===== config.mk =====
export PLATFORM = sky130hd
export DESIGN_NAME = router_arbiter
export DESIGN_NICKNAME = d
export VERILOG_FILES = /design/src/rtl/noc_types_pkg.sv /design/src/rtl/arb_ctrl_pkg.sv /design/src/rtl/grant_collector.sv /design/src/rtl/input_port_ctrl.sv /design/src/rtl/router_arbiter.sv /design/src/rtl/rr_output_alloc.sv
export VERILOG_INCLUDE_DIRS = /design/src /design/src/rtl
export SDC_FILE = /design/constraint.sdc
export NUM_CORES = 1
export LEC_CHECK = 0
export BUFFER_PORTS_ARGS = -buffer_cell sky130_fd_sc_hd__buf_2
export CORE_ASPECT_RATIO = 1.75
export CORE_UTILIZATION = 30
export DETAILED_ROUTE_END_ITERATION = 10
export PLACE_DENSITY_LB_ADDON = 0.08
export SLEW_MARGIN = 20
export SYNTH_ARGS = -nofsm -noshare
export SYNTH_HDL_FRONTEND = slang
export SYNTH_SLANG_ARGS = --single-unit

===== constraint.sdc =====
create_clock -name clk -period 5.31 [get_ports clk]
set_clock_uncertainty 0.05 [all_clocks]
set_input_delay 0.531 -clock clk [delete_from_list [all_inputs] [get_ports clk]]
set_output_delay 0.531 -clock clk [all_outputs]
set_load 0.02 [all_outputs]

===== src/rtl/arb_params.svh =====
`ifndef ARB_PARAMS_SVH
`define ARB_PARAMS_SVH

// router ports N, S, W, E, L
`define ARB_NUM_PORTS 5

// bits per mesh coordinate
`define ARB_COORD_W 4

// fixed packet length in flits
`define ARB_PKT_FLITS 4

`endif


===== src/rtl/noc_types_pkg.sv =====
`include "arb_params.svh"

package noc_types_pkg;

	// port index and crossbar select share one encoding
	typedef enum logic [2:0] {
		DIR_N    = 3'd0,
		DIR_S    = 3'd1,
		DIR_W    = 3'd2,
		DIR_E    = 3'd3,
		DIR_L    = 3'd4,   // local core
		DIR_NONE = 3'd7    // no connection
	} port_dir_e;

	// mesh node address, y in the upper half
	typedef struct packed {
		logic [`ARB_COORD_W-1:0] y;
		logic [`ARB_COORD_W-1:0] x;
	} node_addr_t;

endpackage


===== src/rtl/arb_ctrl_pkg.sv =====
package arb_ctrl_pkg;

	import noc_types_pkg::*;

	// input port controller states
	typedef enum logic [1:0] {
		IN_IDLE = 2'd0,
		IN_REQ  = 2'd1,   // waiting for a grant
		IN_SEND = 2'd2    // packet in flight
	} in_state_e;

	// one input's request toward the allocators
	typedef struct packed {
		logic      valid;
		port_dir_e dst;
	} port_req_t;

	// one output's current owner
	typedef struct packed {
		logic      valid;
		port_dir_e src;
	} out_grant_t;

endpackage


===== src/rtl/grant_collector.sv =====
`timescale 1ns/1ps

`include "arb_params.svh"

module grant_collector
	import noc_types_pkg::*;
	import arb_ctrl_pkg::*;
(
	input  logic                      clk,
	input  out_grant_t                grant_i [`ARB_NUM_PORTS],
	input  logic [`ARB_NUM_PORTS-1:0] ib_empty_i,
	output logic [`ARB_NUM_PORTS-1:0] flit_read_o,
	output logic [`ARB_NUM_PORTS-1:0] ib_read_o,
	output port_dir_e                 xbar_sel_o [`ARB_NUM_PORTS]
);

	logic [`ARB_NUM_PORTS-1:0][`ARB_NUM_PORTS-1:0] hold_map;   // [input][output]
	logic [`ARB_NUM_PORTS-1:0]                     held;
	logic [`ARB_NUM_PORTS-1:0]                     read_strobe;

	// invert output->input grants
	always_comb begin
		for (int k = 0; k < `ARB_NUM_PORTS; k++) begin
			for (int o = 0; o < `ARB_NUM_PORTS; o++) begin
				hold_map[k][o] = grant_i[o].valid && (int'(grant_i[o].src) == k);
			end
			held[k] = |hold_map[k];
		end
	end

	assign read_strobe = held & ~ib_empty_i;   // stall on empty buffer
	assign flit_read_o = read_strobe;
	assign ib_read_o   = read_strobe;

	always_comb begin
		for (int o = 0; o < `ARB_NUM_PORTS; o++) begin
			xbar_sel_o[o] = grant_i[o].valid ? grant_i[o].src : DIR_NONE;
		end
	end

	// allocators run independently, yet an input may feed only one output
	for (genvar k = 0; k < `ARB_NUM_PORTS; k++) begin : g_one_owner
		assert property (@(posedge clk) $onehot0(hold_map[k]));
	end

endmodule


===== src/rtl/input_port_ctrl.sv =====
`timescale 1ns/1ps

`include "arb_params.svh"

module input_port_ctrl
	import noc_types_pkg::*;
	import arb_ctrl_pkg::*;
(
	input  logic       clk,
	input  logic       rst_n_i,
	input  node_addr_t router_addr_i,
	input  node_addr_t hdr_addr_i,
	input  logic       ib_empty_i,
	input  logic       flit_read_i,
	output port_req_t  req_o
);

	localparam int CNT_W = $clog2(`ARB_PKT_FLITS + 1);

	in_state_e        state_q;
	logic [CNT_W-1:0] flit_cnt_q;
	port_req_t        req_q;
	port_dir_e        route;
	logic             last_flit;

	// YX routing, y resolved first
	always_comb begin
		if (hdr_addr_i.y > router_addr_i.y) begin
			route = DIR_S;
		end else if (hdr_addr_i.y < router_addr_i.y) begin
			route = DIR_N;
		end else if (hdr_addr_i.x > router_addr_i.x) begin
			route = DIR_E;
		end else if (hdr_addr_i.x < router_addr_i.x) begin
			route = DIR_W;
		end else begin
			route = DIR_L;   // header addresses this node
		end
	end

	assign last_flit = (flit_cnt_q == CNT_W'(`ARB_PKT_FLITS - 1));

	always_ff @(posedge clk or negedge rst_n_i) begin
		if (!rst_n_i) begin
			state_q    <= IN_IDLE;
			flit_cnt_q <= '0;
			req_q.valid <= 1'b0;
			req_q.dst   <= DIR_NONE;
		end else begin
			case (state_q)
				IN_IDLE: begin
					if (!ib_empty_i) begin   // header at buffer head
						state_q     <= IN_REQ;
						req_q.valid <= 1'b1;
						req_q.dst   <= route;
					end
				end
				IN_REQ, IN_SEND: begin
					if (flit_read_i) begin
						if (last_flit) begin   // packet done, drop request
							state_q     <= IN_IDLE;
							flit_cnt_q  <= '0;
							req_q.valid <= 1'b0;
							req_q.dst   <= DIR_NONE;
						end else begin
							state_q    <= IN_SEND;
							flit_cnt_q <= flit_cnt_q + 1'b1;
						end
					end
				end
				default: begin
					state_q <= IN_IDLE;
				end
			endcase
		end
	end

	assign req_o = req_q;

	// an idle input has no request, so no allocator may be reading it
	assert property (@(posedge clk) disable iff (!rst_n_i)
		(state_q == IN_IDLE) |-> !flit_read_i);

endmodule


===== src/rtl/router_arbiter.sv =====
`timescale 1ns/1ps

`include "arb_params.svh"

module router_arbiter
	import noc_types_pkg::*;
	import arb_ctrl_pkg::*;
(
	input  logic                      clk,
	input  logic                      rst_n_i,
	input  node_addr_t                router_addr_i,
	input  node_addr_t                hdr_addr_i [`ARB_NUM_PORTS],
	input  logic [`ARB_NUM_PORTS-1:0] ib_empty_i,
	output logic [`ARB_NUM_PORTS-1:0] ib_read_o,
	output port_dir_e                 xbar_sel_o [`ARB_NUM_PORTS]
);

	port_req_t                 req_w [`ARB_NUM_PORTS];   // input -> all allocators
	out_grant_t                grant_w [`ARB_NUM_PORTS];
	logic [`ARB_NUM_PORTS-1:0] flit_read_w;

	input_port_ctrl u_in_n (
		.clk(clk), .rst_n_i(rst_n_i), .router_addr_i(router_addr_i),
		.hdr_addr_i(hdr_addr_i[DIR_N]), .ib_empty_i(ib_empty_i[DIR_N]),
		.flit_read_i(flit_read_w[DIR_N]), .req_o(req_w[DIR_N])
	);

	input_port_ctrl u_in_s (
		.clk(clk), .rst_n_i(rst_n_i), .router_addr_i(router_addr_i),
		.hdr_addr_i(hdr_addr_i[DIR_S]), .ib_empty_i(ib_empty_i[DIR_S]),
		.flit_read_i(flit_read_w[DIR_S]), .req_o(req_w[DIR_S])
	);

	input_port_ctrl u_in_w (
		.clk(clk), .rst_n_i(rst_n_i), .router_addr_i(router_addr_i),
		.hdr_addr_i(hdr_addr_i[DIR_W]), .ib_empty_i(ib_empty_i[DIR_W]),
		.flit_read_i(flit_read_w[DIR_W]), .req_o(req_w[DIR_W])
	);

	input_port_ctrl u_in_e (
		.clk(clk), .rst_n_i(rst_n_i), .router_addr_i(router_addr_i),
		.hdr_addr_i(hdr_addr_i[DIR_E]), .ib_empty_i(ib_empty_i[DIR_E]),
		.flit_read_i(flit_read_w[DIR_E]), .req_o(req_w[DIR_E])
	);

	input_port_ctrl u_in_l (
		.clk(clk), .rst_n_i(rst_n_i), .router_addr_i(router_addr_i),
		.hdr_addr_i(hdr_addr_i[DIR_L]), .ib_empty_i(ib_empty_i[DIR_L]),
		.flit_read_i(flit_read_w[DIR_L]), .req_o(req_w[DIR_L])
	);

	// one allocator per output
	rr_output_alloc #(.OUT_DIR(DIR_N)) u_out_n (
		.clk(clk), .rst_n_i(rst_n_i), .req_i(req_w), .grant_o(grant_w[DIR_N])
	);

	rr_output_alloc #(.OUT_DIR(DIR_S)) u_out_s (
		.clk(clk), .rst_n_i(rst_n_i), .req_i(req_w), .grant_o(grant_w[DIR_S])
	);

	rr_output_alloc #(.OUT_DIR(DIR_W)) u_out_w (
		.clk(clk), .rst_n_i(rst_n_i), .req_i(req_w), .grant_o(grant_w[DIR_W])
	);

	rr_output_alloc #(.OUT_DIR(DIR_E)) u_out_e (
		.clk(clk), .rst_n_i(rst_n_i), .req_i(req_w), .grant_o(grant_w[DIR_E])
	);

	rr_output_alloc #(.OUT_DIR(DIR_L)) u_out_l (
		.clk(clk), .rst_n_i(rst_n_i), .req_i(req_w), .grant_o(grant_w[DIR_L])
	);

	grant_collector u_collect (
		.clk(clk),
		.grant_i(grant_w),
		.ib_empty_i(ib_empty_i),
		.flit_read_o(flit_read_w),
		.ib_read_o(ib_read_o),
		.xbar_sel_o(xbar_sel_o)
	);

endmodule


===== src/rtl/rr_output_alloc.sv =====
`timescale 1ns/1ps

`include "arb_params.svh"

module rr_output_alloc
	import noc_types_pkg::*;
	import arb_ctrl_pkg::*;
#(
	parameter port_dir_e OUT_DIR = DIR_N
) (
	input  logic       clk,
	input  logic       rst_n_i,
	input  port_req_t  req_i [`ARB_NUM_PORTS],
	output out_grant_t grant_o
);

	logic [`ARB_NUM_PORTS-1:0] want;
	out_grant_t                lock_q;
	port_dir_e                 last_q;
	logic                      pick_valid;
	port_dir_e                 pick_dir;
	logic                      owner_live;

	// requests aimed at this output
	always_comb begin
		for (int i = 0; i < `ARB_NUM_PORTS; i++) begin
			want[i] = req_i[i].valid && (req_i[i].dst == OUT_DIR);
		end
	end

	// search starts one past the last winner
	always_comb begin : search
		int idx;
		pick_valid = 1'b0;
		pick_dir   = DIR_NONE;
		for (int i = 1; i <= `ARB_NUM_PORTS; i++) begin
			idx = (int'(last_q) + i) % `ARB_NUM_PORTS;
			if (!pick_valid && want[idx]) begin
				pick_valid = 1'b1;
				pick_dir   = port_dir_e'(3'(idx));
			end
		end
	end

	// owner still requesting
	assign owner_live = lock_q.valid && req_i[lock_q.src].valid;

	always_ff @(posedge clk or negedge rst_n_i) begin
		if (!rst_n_i) begin
			lock_q.valid <= 1'b0;
			lock_q.src   <= DIR_NONE;
			last_q       <= DIR_L;   // first search begins at N
		end else if (lock_q.valid) begin
			if (!owner_live) begin   // packet finished
				lock_q.valid <= 1'b0;
				lock_q.src   <= DIR_NONE;
			end
		end else if (pick_valid) begin
			lock_q.valid <= 1'b1;
			lock_q.src   <= pick_dir;
			last_q       <= pick_dir;
		end
	end

	// the cycle after the last flit the lock is still set but
	// the owner has already dropped its request, so no read must follow
	assign grant_o.valid = owner_live;
	assign grant_o.src   = owner_live ? lock_q.src : DIR_NONE;

	// owner keeps its route to this output for the whole packet
	assert property (@(posedge clk) disable iff (!rst_n_i)
		owner_live |-> (req_i[lock_q.src].dst == OUT_DIR));

	// a fresh lock always lands on a live request
	assert property (@(posedge clk) disable iff (!rst_n_i)
		$rose(lock_q.valid) |-> owner_live);

endmodule


==> out/metrics.csv <==
metric,value,unit
IO buf count,74,
CTS buffer count,9,
Post-Syn Nets,1976,
Worst-Skew Late Latency,360,ps
Cell variety after synth,116,
worst hold-check path type,register to register,
NumNets Final,2043,
Post-synth top flop,dfrtp_1,
Setup crit end kind,register,
"EDFF count, synth",0,
crit path max-delay cell type,mux4_2,
Setup Total Neg Slack,0,ps
CP required,5550,ps
Worst path max stage delay,570,ps
synthesized area,13900,sq um
Max clock buf depth,2,
Placed Instances,2368,
status,completed,
initial DRC count,670,
"Setup violations, final",0,
Post-Layout Cell Count,2385,
async set or reset register ratio after synthesis,1.00,
WL per Instance,18.7,microns
dpl hpwl,36700,microns
Die ar.,47100,sq um
DRC,0,
largest net degree at the start of global routing,72,
core area,45400,sq um
top cell type's share of synthesized area,0.166,
leading area contributor after synthesis,ha_1,
synth warn,0,
Area contributors post-synth,"ha_1 17%, dfrtp_1 8.1%, dfstp_2 6.6%",
family with the most delay on the worst path,compound AO/OA/AOI/OAI gates,
initial antenna violation count,0,
Total GRT Usage,0.193,
max_slew headroom,0.293,
# fillers,4897,
WP buf/inv,2,
"Seq/Total Area, Yosys",0.148,
Slew Limit Fails,0,
xor and xnor fraction of the mapped netlist area,0.0429,
RSZ-0062 raised after global routing,no,
syn_area_per_cell,7.98,sq um
adder-cell share of the synthesized area,0.168,
mux share of post-synthesis cell area,0.0908,
I/O pins,75,
Worst Setup Start Kind,register,
area grow syn2layout,11.1,%
total iterations of the first detailed-routing run,5,
Critical Path AT,5150,ps
Syn Inst Count,1736,
Final Hold Viols,0,
Least-Margin Pin Slew,1050,ps
initial cell density of the core,0.305,
CTS tree,done,
H-tree levels,3,
"CTS clk-pin slew, worst paths",60,ps
pre-CTS setup slack,406,ps
Final Worst Setup Slack,395,ps
post-synthesis register bit count,80,
critical-path cell list,"clkinv_1, ha_1, inv_1, ha_1, nor2_1, a21oi_1, xnor2_1, ha_1, nand2b_1, o311a_1, o21ai_2, xnor2_1, mux4_2, a21oi_1, a31oi_1, a221oi_1, a31oi_1, o21ai_1",
postcts setup bufs,0,
DIE HEIGHT,286,microns
post-synthesis simple-gate area fraction,0.226,
fmax,203,MHz
Antenna Nets Post-Route,0,
compound-cell area share of the yosys netlist,0.261,
diode count,0,
total number of vias,13000,
die width,164,microns
via density per instance,5.46,
largest family of logic cells by synthesized area,compound AO/OA/AOI/OAI gates,
MaxCap Viol Count,0,
GRT overflow,0,
Cell Rows,103,
GPL Wtd Cong,0.887,
clock sinks,80,
vias in the first global route,13200,
Register Area,2050,sq um
total wire length,44700,microns
Tcrit/Tclk final,0.926,
share of layout cells above drive strength 1,0.174,
Multi-input gate area,10900,sq um
Final min period,4910,ps
first-pass GRT wire length,71200,microns
crit path max fanout,9,
Worst path most repeated cell,ha_1,
Root Buffer,clkbuf_16,
Crit Path Category,register to register,
==> timing repair <==
action	in CTS	in global routing
resized for setup	0	3
hold buffers	1	0
endpoints found under the hold margin	9	0
setup endpoints to repair	0	8
==> routing by layer <==
layer,global-route usage,share of wire,vias up
met5,0,0,-
met4,0.0638,0.026,0
met3,0.0145,0.021,55
met2,0.384,0.56,230
met1,0.207,0.39,6234
li1,-,-,6511
==> path summary, 6_finish.rpt <==
path	start	endpoint	slack [ps]	cells after the start
worst max-delay path	u_out_n.last_q[1]	u_out_n.lock_q[1]	400	18
worst min-delay path	u_in_e.flit_cnt_q[1]	u_in_e.flit_cnt_q[1]	440	2
worst max register to register	u_out_n.last_q[1]	u_out_n.lock_q[1]	400	18
worst min register to register	u_in_e.flit_cnt_q[1]	u_in_e.flit_cnt_q[1]	440	2
max in group asynchronous	rst_n_i	u_out_s.last_q[0]	3490	3
min in group asynchronous	rst_n_i	u_in_n.flit_cnt_q[1]	510	2
==> area by class of cell <==
cell class,count,area share
repair buffers,126,0.0498
multi-input cells,1440,0.710
clock buffers,11,0.0172
clock inverters,5,0.00699
flip-flops and latches,80,0.133
well taps,577,0.0469
inverters,146,0.0359
==> sequential cells by signal, summed over array words and instances (netlist names), 3 cells and up <==
name               cells
u_out_w.lock_q         4
u_out_n.last_q         3
u_out_l.last_q         3
u_in_e.req_o           4
u_in_e.flit_cnt_q      3
u_in_l.flit_cnt_q      3
u_in_l.req_o           4
u_in_s.req_o           4
u_out_e.last_q         3
u_in_n.flit_cnt_q      3
u_out_l.lock_q         4
u_out_s.lock_q         4
u_out_s.last_q         3
u_in_w.req_o           4
u_out_w.last_q         3
u_out_n.lock_q         4
u_in_w.flit_cnt_q      3
u_in_s.flit_cnt_q      3
u_in_n.req_o           4
u_out_e.lock_q         4
==> metrics by stage <==
step	utilization	hold WS (ps)	cell area, sq um
2_1_floorplan	-	185	13900
3_3_place_gp	0.331	321	15000
3_5_place_dp	0.331	322	15000
4_1_cts	0.339	444	15400
5_1_grt	0.339	475	15400
6_report	0.339	443	15400
==> Yosys cell counts, types with 39 or more instances <==
master and number:
ha_1 184, nand2_1 134, a21oi_1 127, inv_1 125, nor2_1 108, o21ai_0 78, nand2b_1 59, mux2i_1 57
nand3_1 46, dfrtp_1 45, nor2b_1 45, clkbuf_1 39, xnor2_1 39
==> cell families (layout without fill, tap and decap cells) <==
kind of cell             after synthesis  in the layout
multiplexers                         101            101
flip-flops                            80             80
AO/OA/AOI/OAI                        521            521
XOR/XNOR                              52             52
adder cells (fa/ha/maj)              185            185
AND/OR/NAND/NOR                      581            581
buffers and inverters                216            288
==> worst reg2reg max path: cells and delay by family (launching register included) <==
family                     cells  cell delay (ps)
AOI/OAI and AO/OA              8             1410
xor gates and xnor gates       2              630
adders and majority gates      3             1040
buffers and inverters          2              380
DFF                            1              520
muxes                          1              570
and+or+nand+nor                2              240
==> placed cells by master, fill, tap and decap left out, types with 14 or more instances in the layout <==
master	n
nor2b_1	45
nand4_1	19
o21a_1	15
o21ai_1	26
ha_1	184
mux2_2	25
nand2b_1	59
buf_4	52
o21ai_0	78
inv_1	125
mux4_2	17
nand3_1	46
a31oi_1	25
a211oi_1	18
nor3_1	35
a21oi_1	127
mux2i_1	57
nor3b_1	14
or2_2	21
nand2_1	134
inv_2	16
nor2_1	108
or3_1	17
o211ai_1	15
buf_2	73
dfstp_2	35
xnor2_1	39
dfrtp_1	45
a21o_1	24
Power is not shown: default switching activity piles up to over one toggle a cycle in this logic, so the estimate is an artifact.
